## src/logic/bridge_mem_pkg.sv

```systemverilog
// Memory message and DMA types
// Command and response headers, line data, DMA packet and beat formats
// shared by the message side and the DMA side of the bridge

package bridge_mem_pkg;

   typedef enum logic [1:0]
   {
      MEM_RD = 2'b00,
      MEM_WR = 2'b01
   } mem_op_e;

   typedef logic [23:0] mem_addr_t;   // Byte address, lines 8-byte aligned
   typedef logic [63:0] mem_line_t;
   typedef logic [31:0] dma_word_t;

   localparam int DMA_BEATS     = 2;  // Low beat first
   localparam int LINE_OFFSET_W = 3;

   typedef struct packed
   {
      mem_op_e   op;
      mem_addr_t addr;
   } mem_hdr_s;

   typedef struct packed
   {
      logic      wr;
      mem_addr_t addr;                // Line address
   } dma_pkt_s;

endpackage

```

## src/logic/bridge_noc_pkg.sv

```systemverilog
// Wormhole link types
// One 32-bit flit word, read either as a header flit or as raw data,
// plus the forward half of a ready/valid link

package bridge_noc_pkg;

   localparam int FLIT_W = 32;

   typedef struct packed
   {
      logic [1:0]  cord;              // Destination channel
      logic [3:0]  len;               // Flits after the header
      logic [1:0]  op;
      logic [23:0] addr;
   } wh_hdr_flit_s;

   typedef union packed
   {
      wh_hdr_flit_s      hdr;
      logic [FLIT_W-1:0] data;
   } wh_flit_u;

   // Ready travels back as its own signal
   typedef struct packed
   {
      wh_flit_u flit;
      logic     v;
   } wh_link_s;

endpackage

```

## src/logic/dma_channel_mux.sv

```systemverilog
// DMA channel steering
// Routes the packet and write beats to the selected channel and
// returns that channel's yumi and read beats

`timescale 1ns/1ps

module dma_channel_mux
  #(parameter  int NUM_DMA_P = 2,
    localparam int SEL_W     = (NUM_DMA_P > 1) ? $clog2(NUM_DMA_P) : 1)
   (input  logic [SEL_W-1:0]                          sel_i,
    input  bridge_mem_pkg::dma_pkt_s                  pkt_i,
    input  logic                                      pkt_v_i,
    output logic                                      pkt_yumi_o,
    input  bridge_mem_pkg::dma_word_t                 wr_beat_i,
    input  logic                                      wr_v_i,
    output logic                                      wr_yumi_o,
    output bridge_mem_pkg::dma_word_t                 rd_beat_o,
    output logic                                      rd_v_o,
    input  logic                                      rd_ready_i,
    output bridge_mem_pkg::dma_pkt_s  [NUM_DMA_P-1:0] dma_pkt_o,
    output logic                      [NUM_DMA_P-1:0] dma_pkt_v_o,
    input  logic                      [NUM_DMA_P-1:0] dma_pkt_yumi_i,
    output bridge_mem_pkg::dma_word_t [NUM_DMA_P-1:0] dma_data_o,
    output logic                      [NUM_DMA_P-1:0] dma_data_v_o,
    input  logic                      [NUM_DMA_P-1:0] dma_data_yumi_i,
    input  bridge_mem_pkg::dma_word_t [NUM_DMA_P-1:0] dma_data_i,
    input  logic                      [NUM_DMA_P-1:0] dma_data_v_i,
    output logic                      [NUM_DMA_P-1:0] dma_data_ready_o);

   always_comb
   begin
      for (int c = 0; c < NUM_DMA_P; c++)
      begin
         dma_pkt_o[c]        = pkt_i;      // Payload broadcast, valids steered
         dma_data_o[c]       = wr_beat_i;
         dma_pkt_v_o[c]      = pkt_v_i && (sel_i == SEL_W'(c));
         dma_data_v_o[c]     = wr_v_i && (sel_i == SEL_W'(c));
         dma_data_ready_o[c] = rd_ready_i && (sel_i == SEL_W'(c));
      end
      pkt_yumi_o = dma_pkt_yumi_i[sel_i];
      wr_yumi_o  = dma_data_yumi_i[sel_i];
      rd_beat_o  = dma_data_i[sel_i];
      rd_v_o     = dma_data_v_i[sel_i];
   end

endmodule

```

## src/logic/dma_fanout_ctrl.sv

```systemverilog
// DMA fanout controller
// Decodes command flits, picks the channel from the header cord,
// runs one DMA packet with its beats and hands the reply to the packer

`timescale 1ns/1ps

module dma_fanout_ctrl
  #(parameter  int NUM_DMA_P = 2,
    localparam int SEL_W     = (NUM_DMA_P > 1) ? $clog2(NUM_DMA_P) : 1)
   (input  logic                      clk_i,
    input  logic                      rst_i,
    input  bridge_noc_pkg::wh_link_s  cmd_link_i,
    output logic                      cmd_link_ready_o,
    output logic [SEL_W-1:0]          sel_o,
    output bridge_mem_pkg::dma_pkt_s  pkt_o,
    output logic                      pkt_v_o,
    input  logic                      pkt_yumi_i,
    output bridge_mem_pkg::dma_word_t wr_beat_o,
    output logic                      wr_v_o,
    input  logic                      wr_yumi_i,
    input  bridge_mem_pkg::dma_word_t rd_beat_i,
    input  logic                      rd_v_i,
    output logic                      rd_ready_o,
    output bridge_mem_pkg::mem_hdr_s  resp_hdr_o,
    output bridge_mem_pkg::mem_line_t resp_data_o,
    output logic                      resp_start_o,
    input  logic                      packer_busy_i);

   typedef enum logic [2:0] {S_HDR, S_DATA, S_PKT, S_WR, S_RD, S_REPLY} state_e;

   localparam int                WW        = $bits(bridge_mem_pkg::dma_word_t);
   localparam int                BEAT_W    = $clog2(bridge_mem_pkg::DMA_BEATS);
   localparam logic [BEAT_W-1:0] LAST_BEAT = BEAT_W'(bridge_mem_pkg::DMA_BEATS - 1);
   localparam bridge_mem_pkg::mem_addr_t OFS_MASK =
      bridge_mem_pkg::mem_addr_t'((1 << bridge_mem_pkg::LINE_OFFSET_W) - 1);

   state_e                    state_r, state_n;
   logic [BEAT_W-1:0]         beat_r;
   logic [SEL_W-1:0]          sel_r;
   bridge_mem_pkg::mem_hdr_s  hdr_r;
   bridge_mem_pkg::mem_line_t line_r;
   bridge_noc_pkg::wh_flit_u  flit;
   logic                      flit_take, beat_take, is_wr, last_beat, start;

   assign flit      = cmd_link_i.flit;
   assign flit_take = cmd_link_i.v & cmd_link_ready_o;
   assign is_wr     = (hdr_r.op == bridge_mem_pkg::MEM_WR);
   assign last_beat = (beat_r == LAST_BEAT);
   assign start     = (state_r == S_REPLY) & ~packer_busy_i;
   assign beat_take = (state_r == S_DATA && flit_take) || (state_r == S_WR && wr_yumi_i)
                      || (state_r == S_RD && rd_v_i);

   always_comb
   begin
      state_n = state_r;
      case (state_r)
         S_HDR:   if (flit_take) state_n = (flit.hdr.len == '0) ? S_PKT : S_DATA;
         S_DATA:  if (flit_take && last_beat) state_n = S_PKT;
         S_PKT:   if (pkt_yumi_i) state_n = is_wr ? S_WR : S_RD;
         S_WR:    if (wr_yumi_i && last_beat) state_n = S_REPLY;
         S_RD:    if (rd_v_i && last_beat) state_n = S_REPLY;
         S_REPLY: if (start) state_n = S_HDR;
         default: state_n = S_HDR;
      endcase
   end

   always_ff @(posedge clk_i)
   begin
      if (rst_i)
      begin
         state_r <= S_HDR;
         beat_r  <= '0;
         sel_r   <= '0;
      end
      else
      begin
         state_r <= state_n;
         if (state_n != state_r)
            beat_r <= '0;
         else if (beat_take)
            beat_r <= beat_r + 1'b1;
         if (state_r == S_HDR && flit_take)
            sel_r <= SEL_W'(int'(flit.hdr.cord) % NUM_DMA_P);   // Wraps for 3 channels
      end
   end

   always_ff @(posedge clk_i)
   begin
      if (state_r == S_HDR && flit_take)
      begin
         hdr_r.op   <= bridge_mem_pkg::mem_op_e'(flit.hdr.op);
         hdr_r.addr <= flit.hdr.addr;
      end
      if (beat_take && state_r != S_WR)
         line_r[beat_r*WW +: WW] <= (state_r == S_DATA) ? flit.data : rd_beat_i;
   end

   assign cmd_link_ready_o = (state_r == S_HDR) || (state_r == S_DATA);
   assign sel_o            = sel_r;
   assign pkt_v_o          = (state_r == S_PKT);
   assign pkt_o.wr         = is_wr;
   assign pkt_o.addr       = hdr_r.addr & ~OFS_MASK;
   assign wr_v_o           = (state_r == S_WR);
   assign wr_beat_o        = line_r[beat_r*WW +: WW];
   assign rd_ready_o       = (state_r == S_RD);
   assign resp_hdr_o       = hdr_r;
   assign resp_data_o      = is_wr ? '0 : line_r;
   assign resp_start_o     = start;

   // Sender and controller must agree on the packet format
   a_len_op: assert property (@(posedge clk_i) disable iff (rst_i)
      state_r == S_HDR && cmd_link_i.v |->
         flit.hdr.len == ((flit.hdr.op == bridge_mem_pkg::MEM_WR)
                          ? 4'(bridge_mem_pkg::DMA_BEATS) : 4'd0));

   a_pkt_hold: assert property (@(posedge clk_i) disable iff (rst_i)
      pkt_v_o && !pkt_yumi_i |=> pkt_v_o);

endmodule

```

## src/logic/io_dma_bridge.sv

```systemverilog
// I/O to DRAM bridge top level
// Memory command and response ports on one side, per-channel DMA
// ports on the other, joined through a command and a response flit link

`timescale 1ns/1ps

module io_dma_bridge
  #(parameter  int NUM_DMA_P = 2,
    localparam int SEL_W     = (NUM_DMA_P > 1) ? $clog2(NUM_DMA_P) : 1)
   (input  logic                                      clk_i,
    input  logic                                      rst_i,
    input  bridge_mem_pkg::mem_hdr_s                  mem_cmd_hdr_i,
    input  bridge_mem_pkg::mem_line_t                 mem_cmd_data_i,
    input  logic                                      mem_cmd_v_i,
    output logic                                      mem_cmd_ready_o,
    output bridge_mem_pkg::mem_hdr_s                  mem_resp_hdr_o,
    output bridge_mem_pkg::mem_line_t                 mem_resp_data_o,
    output logic                                      mem_resp_v_o,
    input  logic                                      mem_resp_ready_i,
    output bridge_mem_pkg::dma_pkt_s  [NUM_DMA_P-1:0] dma_pkt_o,
    output logic                      [NUM_DMA_P-1:0] dma_pkt_v_o,
    input  logic                      [NUM_DMA_P-1:0] dma_pkt_yumi_i,
    output bridge_mem_pkg::dma_word_t [NUM_DMA_P-1:0] dma_data_o,
    output logic                      [NUM_DMA_P-1:0] dma_data_v_o,
    input  logic                      [NUM_DMA_P-1:0] dma_data_yumi_i,
    input  bridge_mem_pkg::dma_word_t [NUM_DMA_P-1:0] dma_data_i,
    input  logic                      [NUM_DMA_P-1:0] dma_data_v_i,
    output logic                      [NUM_DMA_P-1:0] dma_data_ready_o);

   bridge_noc_pkg::wh_link_s  cmd_link, resp_link;
   logic                      cmd_link_ready, resp_link_ready;
   logic [SEL_W-1:0]          sel;
   bridge_mem_pkg::dma_pkt_s  pkt;
   logic                      pkt_v, pkt_yumi;
   bridge_mem_pkg::dma_word_t wr_beat, rd_beat;
   logic                      wr_v, wr_yumi, rd_v, rd_ready;
   bridge_mem_pkg::mem_hdr_s  resp_hdr;
   bridge_mem_pkg::mem_line_t resp_data;
   logic                      resp_start, packer_busy;

   mem_link_send #(.NUM_DMA_P(NUM_DMA_P)) link_send
     (.clk_i(clk_i), .rst_i(rst_i),
      .mem_cmd_hdr_i(mem_cmd_hdr_i), .mem_cmd_data_i(mem_cmd_data_i),
      .mem_cmd_v_i(mem_cmd_v_i), .mem_cmd_ready_o(mem_cmd_ready_o),
      .mem_resp_hdr_o(mem_resp_hdr_o), .mem_resp_data_o(mem_resp_data_o),
      .mem_resp_v_o(mem_resp_v_o), .mem_resp_ready_i(mem_resp_ready_i),
      .cmd_link_o(cmd_link), .cmd_link_ready_i(cmd_link_ready),
      .resp_link_i(resp_link), .resp_link_ready_o(resp_link_ready));

   dma_fanout_ctrl #(.NUM_DMA_P(NUM_DMA_P)) fanout_ctrl
     (.clk_i(clk_i), .rst_i(rst_i),
      .cmd_link_i(cmd_link), .cmd_link_ready_o(cmd_link_ready),
      .sel_o(sel), .pkt_o(pkt), .pkt_v_o(pkt_v), .pkt_yumi_i(pkt_yumi),
      .wr_beat_o(wr_beat), .wr_v_o(wr_v), .wr_yumi_i(wr_yumi),
      .rd_beat_i(rd_beat), .rd_v_i(rd_v), .rd_ready_o(rd_ready),
      .resp_hdr_o(resp_hdr), .resp_data_o(resp_data),
      .resp_start_o(resp_start), .packer_busy_i(packer_busy));

   resp_flit_packer resp_packer
     (.clk_i(clk_i), .rst_i(rst_i),
      .resp_hdr_i(resp_hdr), .resp_data_i(resp_data),
      .resp_start_i(resp_start), .busy_o(packer_busy),
      .resp_link_o(resp_link), .resp_link_ready_i(resp_link_ready));

   dma_channel_mux #(.NUM_DMA_P(NUM_DMA_P)) channel_mux
     (.sel_i(sel),
      .pkt_i(pkt), .pkt_v_i(pkt_v), .pkt_yumi_o(pkt_yumi),
      .wr_beat_i(wr_beat), .wr_v_i(wr_v), .wr_yumi_o(wr_yumi),
      .rd_beat_o(rd_beat), .rd_v_o(rd_v), .rd_ready_i(rd_ready),
      .dma_pkt_o(dma_pkt_o), .dma_pkt_v_o(dma_pkt_v_o), .dma_pkt_yumi_i(dma_pkt_yumi_i),
      .dma_data_o(dma_data_o), .dma_data_v_o(dma_data_v_o),
      .dma_data_yumi_i(dma_data_yumi_i),
      .dma_data_i(dma_data_i), .dma_data_v_i(dma_data_v_i),
      .dma_data_ready_o(dma_data_ready_o));

endmodule

```

## src/logic/mem_link_send.sv

```systemverilog
// Memory message to flit link sender
// Registers one command, sends it as a header flit plus data flits,
// then gathers the reply flits into a memory response

`timescale 1ns/1ps

module mem_link_send
  #(parameter int NUM_DMA_P = 2)
   (input  logic                      clk_i,
    input  logic                      rst_i,
    input  bridge_mem_pkg::mem_hdr_s  mem_cmd_hdr_i,
    input  bridge_mem_pkg::mem_line_t mem_cmd_data_i,
    input  logic                      mem_cmd_v_i,
    output logic                      mem_cmd_ready_o,
    output bridge_mem_pkg::mem_hdr_s  mem_resp_hdr_o,
    output bridge_mem_pkg::mem_line_t mem_resp_data_o,
    output logic                      mem_resp_v_o,
    input  logic                      mem_resp_ready_i,
    output bridge_noc_pkg::wh_link_s  cmd_link_o,
    input  logic                      cmd_link_ready_i,
    input  bridge_noc_pkg::wh_link_s  resp_link_i,
    output logic                      resp_link_ready_o);

   typedef enum logic [1:0] {S_IDLE, S_SEND, S_WAIT, S_RESP} state_e;

   localparam logic [1:0] CORD_MASK = 2'((1 << $clog2(NUM_DMA_P)) - 1);
   localparam int         FW        = bridge_noc_pkg::FLIT_W;

   state_e                    state_r, state_n;
   logic                      ready_r;
   logic [1:0]                cnt_r;          // Flit index, shared by send and receive
   logic [3:0]                rx_len_r;
   bridge_mem_pkg::mem_hdr_s  cmd_hdr_r, resp_hdr_r;
   bridge_mem_pkg::mem_line_t cmd_data_r, resp_data_r;
   bridge_noc_pkg::wh_flit_u  hdr_flit, data_flit;
   logic                      cmd_take, is_wr, send_last, rx_take, rx_last;

   assign cmd_take  = mem_cmd_v_i & ready_r;
   assign is_wr     = (cmd_hdr_r.op == bridge_mem_pkg::MEM_WR);
   assign send_last = (cnt_r == (is_wr ? 2'(bridge_mem_pkg::DMA_BEATS) : 2'd0));
   assign rx_take   = resp_link_i.v & resp_link_ready_o;
   assign rx_last   = (cnt_r == '0) ? (resp_link_i.flit.hdr.len == '0)
                                    : ({2'b00, cnt_r} == rx_len_r);

   always_comb
   begin
      state_n = state_r;
      case (state_r)
         S_IDLE:  if (cmd_take) state_n = S_SEND;
         S_SEND:  if (cmd_link_ready_i && send_last) state_n = S_WAIT;
         S_WAIT:  if (rx_take && rx_last) state_n = S_RESP;
         S_RESP:  if (mem_resp_ready_i) state_n = S_IDLE;
         default: state_n = S_IDLE;
      endcase
   end

   always_ff @(posedge clk_i)
   begin
      if (rst_i)
      begin
         state_r <= S_IDLE;
         ready_r <= 1'b0;
         cnt_r   <= '0;
      end
      else
      begin
         state_r <= state_n;
         ready_r <= (state_n == S_IDLE);   // Low until the response is taken
         if (state_n != state_r)
            cnt_r <= '0;
         else if ((state_r == S_SEND && cmd_link_ready_i) || rx_take)
            cnt_r <= cnt_r + 2'd1;
      end
   end

   always_ff @(posedge clk_i)
   begin
      if (cmd_take)
      begin
         cmd_hdr_r  <= mem_cmd_hdr_i;
         cmd_data_r <= mem_cmd_data_i;
      end
      if (rx_take)
      begin
         if (cnt_r == '0)
         begin
            resp_hdr_r.op   <= bridge_mem_pkg::mem_op_e'(resp_link_i.flit.hdr.op);
            resp_hdr_r.addr <= resp_link_i.flit.hdr.addr;
            rx_len_r        <= resp_link_i.flit.hdr.len;
            resp_data_r     <= '0;          // Writes report zero data
         end
         else
            resp_data_r[cnt_r[1]*FW +: FW] <= resp_link_i.flit.data;
      end
   end

   always_comb
   begin
      hdr_flit           = '0;
      hdr_flit.hdr.cord  = cmd_hdr_r.addr[bridge_mem_pkg::LINE_OFFSET_W +: 2] & CORD_MASK;
      hdr_flit.hdr.len   = is_wr ? 4'(bridge_mem_pkg::DMA_BEATS) : 4'd0;
      hdr_flit.hdr.op    = cmd_hdr_r.op;
      hdr_flit.hdr.addr  = cmd_hdr_r.addr;
      data_flit.data     = cmd_data_r[cnt_r[1]*FW +: FW];   // Low word at index 1
   end

   assign cmd_link_o.v      = (state_r == S_SEND);
   assign cmd_link_o.flit   = (cnt_r == '0) ? hdr_flit : data_flit;
   assign resp_link_ready_o = (state_r == S_WAIT);
   assign mem_cmd_ready_o   = ready_r;
   assign mem_resp_hdr_o    = resp_hdr_r;
   assign mem_resp_data_o   = resp_data_r;
   assign mem_resp_v_o      = (state_r == S_RESP);

   a_cmd_hold: assert property (@(posedge clk_i) disable iff (rst_i)
      cmd_link_o.v && !cmd_link_ready_i |=> cmd_link_o.v && $stable(cmd_link_o.flit));

endmodule

```

## src/logic/resp_flit_packer.sv

```systemverilog
// Response flit packer
// Latches a reply on the start strobe and sends it as a header flit,
// followed by the data flits of a read

`timescale 1ns/1ps

module resp_flit_packer
   (input  logic                      clk_i,
    input  logic                      rst_i,
    input  bridge_mem_pkg::mem_hdr_s  resp_hdr_i,
    input  bridge_mem_pkg::mem_line_t resp_data_i,
    input  logic                      resp_start_i,
    output logic                      busy_o,
    output bridge_noc_pkg::wh_link_s  resp_link_o,
    input  logic                      resp_link_ready_i);

   localparam int FW = bridge_noc_pkg::FLIT_W;

   logic                      busy_r;
   logic [1:0]                cnt_r;
   bridge_mem_pkg::mem_hdr_s  hdr_r;
   bridge_mem_pkg::mem_line_t data_r;
   bridge_noc_pkg::wh_flit_u  hdr_flit, data_flit;
   logic                      is_rd, load, last;

   assign is_rd = (hdr_r.op == bridge_mem_pkg::MEM_RD);
   assign load  = resp_start_i & ~busy_r;
   assign last  = (cnt_r == (is_rd ? 2'(bridge_mem_pkg::DMA_BEATS) : 2'd0));

   always_ff @(posedge clk_i)
   begin
      if (rst_i)
      begin
         busy_r <= 1'b0;
         cnt_r  <= '0;
      end
      else if (load)
      begin
         busy_r <= 1'b1;
         cnt_r  <= '0;
      end
      else if (busy_r && resp_link_ready_i)
      begin
         cnt_r <= cnt_r + 2'd1;
         if (last)
            busy_r <= 1'b0;
      end
   end

   always_ff @(posedge clk_i)
   begin
      if (load)
      begin
         hdr_r  <= resp_hdr_i;
         data_r <= resp_data_i;
      end
   end

   always_comb
   begin
      hdr_flit          = '0;           // Single return path, cord stays 0
      hdr_flit.hdr.len  = is_rd ? 4'(bridge_mem_pkg::DMA_BEATS) : 4'd0;
      hdr_flit.hdr.op   = hdr_r.op;
      hdr_flit.hdr.addr = hdr_r.addr;
      data_flit.data    = data_r[cnt_r[1]*FW +: FW];
   end

   assign resp_link_o.v    = busy_r;
   assign resp_link_o.flit = (cnt_r == '0) ? hdr_flit : data_flit;
   assign busy_o           = busy_r;

endmodule

```

## config.mk

```make
export PLATFORM = sky130hd
export DESIGN_NAME = io_dma_bridge
export DESIGN_NICKNAME = d
export VERILOG_FILES = /design/src/logic/bridge_mem_pkg.sv /design/src/logic/bridge_noc_pkg.sv /design/src/logic/dma_channel_mux.sv /design/src/logic/dma_fanout_ctrl.sv /design/src/logic/io_dma_bridge.sv /design/src/logic/mem_link_send.sv /design/src/logic/resp_flit_packer.sv
export SDC_FILE = /design/constraint.sdc
export NUM_CORES = 1
export LEC_CHECK = 0
export BUFFER_PORTS_ARGS = -buffer_cell sky130_fd_sc_hd__buf_2
export CORE_MARGIN = 1
export CORE_UTILIZATION = 55
export CTS_CLUSTER_DIAMETER = 80
export DETAILED_ROUTE_END_ITERATION = 12
export PLACE_DENSITY = 0.82
export SLEW_MARGIN = 15
export SYNTH_ARGS = -nofsm -noshare
export SYNTH_HDL_FRONTEND = slang
export SYNTH_HIERARCHICAL = 1
export SYNTH_SLANG_ARGS = --single-unit
```

## constraint.sdc

```tcl
create_clock -name clk_i -period 13.4 [get_ports clk_i]
set_input_delay 2.68 -clock clk_i [delete_from_list [all_inputs] [get_ports clk_i]]
set_output_delay 2.68 -clock clk_i [all_outputs]
set_load 0.1 [all_outputs]
```

# [Word-level counts from Yosys, hierarchy flattened]
# Cells that the tools add are included.
[classes] order_cmp=1 n_shift=7 div_mod_pow=0 n_eq_ne=16 mul=0 bitwise=7 n_mux=35 addsub=5 reduce_logical=37
[op_table] operator="64-bit by 7-bit variable part select with 32-bit output" n=3
[op_table] operator="32-bit two-way mux" n=5
[op_table] operator="64-bit bitwise mux" n=2
[op_table] operator="32-bit by 34-bit variable shift with 64-bit output, first input constant" n=2
[op_table] operator="32-bit by 34-bit variable part select with 64-bit output" n=2
[op_table] operator="6-bit negation with 34-bit output" n=2
[op_table] operator="3-bit two-way mux" n=7
[op_table] operator="1-bit logical AND" n=18
[op_table] operator="2-bit two-way mux" n=9
[op_table] operator="3-bit one-hot mux with 6 select lines" n=1
[op_table] operator="2-bit logical NOT" n=5
[op_table] operator="1-bit two-way mux" n=10
[op_table] operator="4-bit logical NOT" n=2
[op_table] operator="2-bit one-hot mux with 4 select lines" n=1
[op_table] operator="2-bit by 1-bit equality test with 1-bit output, second input constant" n=3
[op_table] operator="3-bit by 2-bit equality test with 1-bit output, second input constant" n=2
[op_table] operator="3-bit equality test, second input constant" n=2
[op_table] operator="2-bit OR reduction" n=3
[op_table] operator="1-bit AND" n=5
[op_table] operator="2-bit by 1-bit adder with 2-bit output, second input constant" n=2
[op_table] operator="2-bit equality test" n=2
[op_table] operator="2-bit equality test, second input constant" n=2
[op_table] operator="2-bit by 4-bit equality test with 1-bit output" n=1
[op_table] operator="1-bit logical OR" n=4
[op_table] operator="other kinds (10)" n=13
[word_totals] mem_count=0 rom_bits=0 latchBits=0 ff_bits=377 output_inout_bits=212 elab_cells=129 mem_bits_rw=0

# [Longest topological paths before layout]
[depth] depth_word=10 depth_mapped=12 depth_no_buf=9

# [Modules after synthesis]
# The synthesis kept the hierarchy.
[by_module_without_submodules] module="mem_link_send" seq_area_each_um2=5625.4 area_per_inst_um2=7489.7 instances=1 cells_each=480
[by_module_without_submodules] module="dma_fanout_ctrl" seq_area_each_um2=2802.7 area_per_inst_um2=4838.4 instances=1 cells_each=385
[by_module_without_submodules] module="resp_flit_packer" seq_area_each_um2=2762.6 area_per_inst_um2=3560.9 instances=1 cells_each=211
[by_module_without_submodules] module="dma_channel_mux" seq_area_each_um2=0.0 area_per_inst_um2=1497.7 instances=1 cells_each=160

# [Worst setup path before layout]
# Ideal clock, no wire load.
[synth_path] path_type="input to register" start="in dma_data_v_i[0]" end="reg fanout_ctrl.line_r[0] (enable)" path_stages=4 t_arrival_ns=5.246 slack_ns=7.693 t_required_ns=12.939 n_path_buf=0 cell_sequence="mux2_4 > nand2_1 > o22a_1 > nor3_1"
[synth_between] elab_chain_len=5
[synth_rtl] item="from (decl)" line_no="io_dma_bridge.sv:27" text="input logic [NUM_DMA_P-1:0] dma_data_v_i,"
[synth_rtl] item="1-bit two-way mux (implied by the code) (2 in a row)" line_no="dma_channel_mux.sv:43" text="rd_v_o = dma_data_v_i[sel_i];"
[synth_rtl] item="1-bit logical AND" line_no="dma_fanout_ctrl.sv:51" text="|| (state_r == S_RD && rd_v_i);"
[synth_rtl] item="1-bit logical OR" line_no="dma_fanout_ctrl.sv:51"
[synth_rtl] item="1-bit logical AND" line_no="dma_fanout_ctrl.sv:94" text="if (beat_take && state_r != S_WR)"
[synth_rtl] item="to (signal, indexed assignment)" line_no="dma_fanout_ctrl.sv:95" text="line_r[beat_r*WW +: WW] <= (state_r == S_DATA) ? flit.data : rd_beat_i;"
[synth_rtl] item="to (decl)" line_no="dma_fanout_ctrl.sv:41" text="bridge_mem_pkg::mem_line_t line_r;"
# Every way passes these cells. The select of a mux whose other input is x is not followed.
# A chain may end at the register's enable or synchronous reset.

==> run metrics <==
status=finished with violations; failing checks=design-rule violations; total wire length=~36 mm; layout cell share with drive strength beyond 1=between 30% and 40%; nets=~1,600; Critical Path Max Stage Delay=roughly 0.61 ns; Hold-fix buffers, CTS=0; Async SR Flop Fraction=0%; row count=64; area of the multi-input gates=between 0.004 and 0.005 sq mm; Synth area leaders=edfxtp_1, mux2i_1, buf_4; Hold Crit Class=flop to flop; WL/cell=around 19 um; post-route ant nets=0; Area Growth Syn to Fin=13.13%; initial detailed-routing violation count=660; Post-synth EDFFs=approximately 360; initial antenna violation count=0; largest area contributor in the netlist=edfxtp_1; average cell area after synthesis=between 10 and 15 sq um; I/O Pins=roughly 380; Layout Skew=around 0.012 ns; Cells after Synth=between 1,000 and 1,500; CTS tree=done; core area=0.03083 sq mm; placed cell areas=about 0.018 sq mm; YS warnings=6; diode count=0; critical path class=flop to primary output; first-pass GRT wire length=~54 mm; worst path arrival time=2.50 ns; DP Worst Slack=between 8 and 9 ns; Power Total=about 0.0037 W; predominant post-synthesis flop cell=edfxtp_1; largest net degree at the start of global routing=70; GPL Wtd Cong=0.8703; Max-Cap Viols=0; Max Root-Sink Buffers=3; CTS Buf Count=40; relative slew slack=between 30% and 40%; Clock Latency Late Sink=0.52 ns; leakage power=roughly 7.3 nW; clk root buf=clkbuf_16; Pins Over Slew Limit=0; vias in the first global route=9,671; CTS clk-pin slew, worst paths=roughly 0.060 ns; Residual DRC=17; grt total ovfl=0; share of the synthesized area in the top cell type=between 60% and 70%; Critical Path End Type=primary output; I/O Buffers=roughly 370; Netlist cell types=56; TritonRoute pass-1 iters=10; critical path cell sequence=buf_4 -> mux2_2 -> buf_2; setup tns final=0 ns; DP HPWL=25.62 mm; WHS=about 0.43 ns; CTS H-tree lvls=2; fmax=a little under 200 MHz; Via density=about 5.3; Hold Fails Final Rpt=0; layout filler cell count=2,221; Seq. cell area=roughly 0.011 sq mm; Final WS setup=8.225 ns; CP max FO=between 60 and 70; DIE HEIGHT=between 150 and 200 um; # Post-CTS Setup Buffers=0; RSZ-0062 raised after global routing=false; initial core utilization=56.40%; GRT Total Usage=between 20% and 30%; #FFs+latches synth=377; crit start category=flop; Die ar.=between 0.03 and 0.04 sq mm; Period minus WS final=just over 5 ns; cts repair resizes=0; Max VDD drop=between 0.00015 and 0.0002 V; period utilisation layout=around 39%; vias after detailed routing=just under 10,000; slowest CP cell=dfxtp_4; Die X=around 180 um; Worst EP required=around 11 ns; # clock sinks=approximately 380; final setup fails=0; sequential fraction of the synthesis area=64.36%; power per cell area=roughly 190 mW/mm^2; synthesized cell area=between 0.015 and 0.02 sq mm; post-route cell area=0.01967 sq mm; Worst-Margin Slew=between 0.9 and 1 ns
## path summary, 6_finish.rpt
path	start	to	slack, ns	depth (start not counted)
worst min register to register	fanout_ctrl/resp_hdr_o[2]	resp_packer/hdr_flit[2]	0.43	0
worst min-delay path	fanout_ctrl/resp_hdr_o[2]	resp_packer/hdr_flit[2]	0.43	0
worst max register to register	link_send/cnt_r[1]	fanout_ctrl/beat_r	10.12	8
worst max-delay path	fanout_ctrl/beat_r	dma_data_o[12]	8.22	3
## per-layer routing
layer	GRT usage [%]	vias to the layer above	routed length (um)
met5	0	-	0
li1	-	4727	-
met2	35.83	410	17160
met3	2.998	65	1941
met4	7.621	0	1071
met1	30.54	4745	16040
## per-stage QoR
stage               instances  util (%)
global route             1876     63.80
CTS                      1875     63.73
finish                   1876     63.80
detailed placement       1807     59.63
floorplan                1238         -
global placement         1807     59.63
## flip-flops by register name, indices dropped and copies added, names as in the netlist
signal and flops:
fanout_ctrl/beat_r 1, fanout_ctrl/line_r 64, fanout_ctrl/pkt_o 21, fanout_ctrl/resp_hdr_o 5
fanout_ctrl/sel_o 1, fanout_ctrl/state_r 3, link_send/cmd_data_r 64, link_send/cmd_hdr_r 26
link_send/cnt_r 2, link_send/mem_cmd_ready_o 1, link_send/mem_resp_data_o 64, link_send/mem_resp_hdr_o 26
link_send/rx_len_r 4, link_send/state_r 2, resp_packer/busy_o 1, resp_packer/cnt_r 2
resp_packer/data_r 64, resp_packer/hdr_flit 26
## final cells by class
| class | count | area share, % |
|---|---|---|
| clock buffer | 49 | 5.420 |
| tap | 396 | 2.519 |
| timing repair buffer | 384 | 10.03 |
| inverter | 9 | 0.1781 |
| clock inverter | 19 | 1.011 |
| multi-input combinational | 642 | 23.90 |
| sequential | 377 | 56.95 |
## cell families after synthesis
group                      after synthesis  synth area share (%)
DFF                                    377                 64.36
muxes                                  228                 14.34
adders and majority gates                2                0.1439
other                                    1               0.02157
buffers and inverters                  219                 8.844
and+or+nand+nor                        322                 9.219
AOI/OAI and AO/OA                       80                 2.713
xor gates and xnor gates                 7                0.3526
## cell usage after synthesis (all sizes together) (2+ instances only)
cell / instances
nand2b: 3
and3: 3
nand2: 58
edfxtp: 364
mux2: 67
ha: 2
and2: 71
clkbuf: 35
nand3: 4
o21ai: 56
or3: 2
nor3b: 4
a211oi: 2
xnor2: 6
a21oi: 7
and3b: 4
inv: 9
nor3: 6
a32oi: 2
nor2b: 43
buf: 174
nor4: 3
mux2i: 161
o32ai: 2
dfxtp: 13
nor2: 115
## cell usage in the layout (no fill, tap or decap), types with 4 or more instances in the layout
cell type  instances
nand2_1           58
edfxtp_1         364
o21ai_1           21
clkbuf_16         41
nor2b_1           42
buf_4             14
mux2_4            34
nor2_1           115
and2_1            70
a21oi_1            7
mux2i_1          161
dfxtp_1            9
clkinv_2           7
inv_1              8
xnor2_1            6
nor3_1             5
mux2_2            33
bufinv_16          4
clkbuf_1           7
nand3_1            4
buf_2            369
o21ai_0           33
nor3b_1            4
clkinv_1           6
## power breakdown
part / internal, W / switching (W)
Sequential: 0.00145 / 0.0000697
Clock: 0.000641 / 0.000426
Combinational: 0.000256 / 0.000902
## critical path: cells and delay by family, from the launching register on
family / cells / cell delay, ns
DFF: 1 / 0.61
buffers and inverters: 2 / 1.01
muxes: 1 / 0.30
Note: power is estimated with default switching activity, not from simulation.
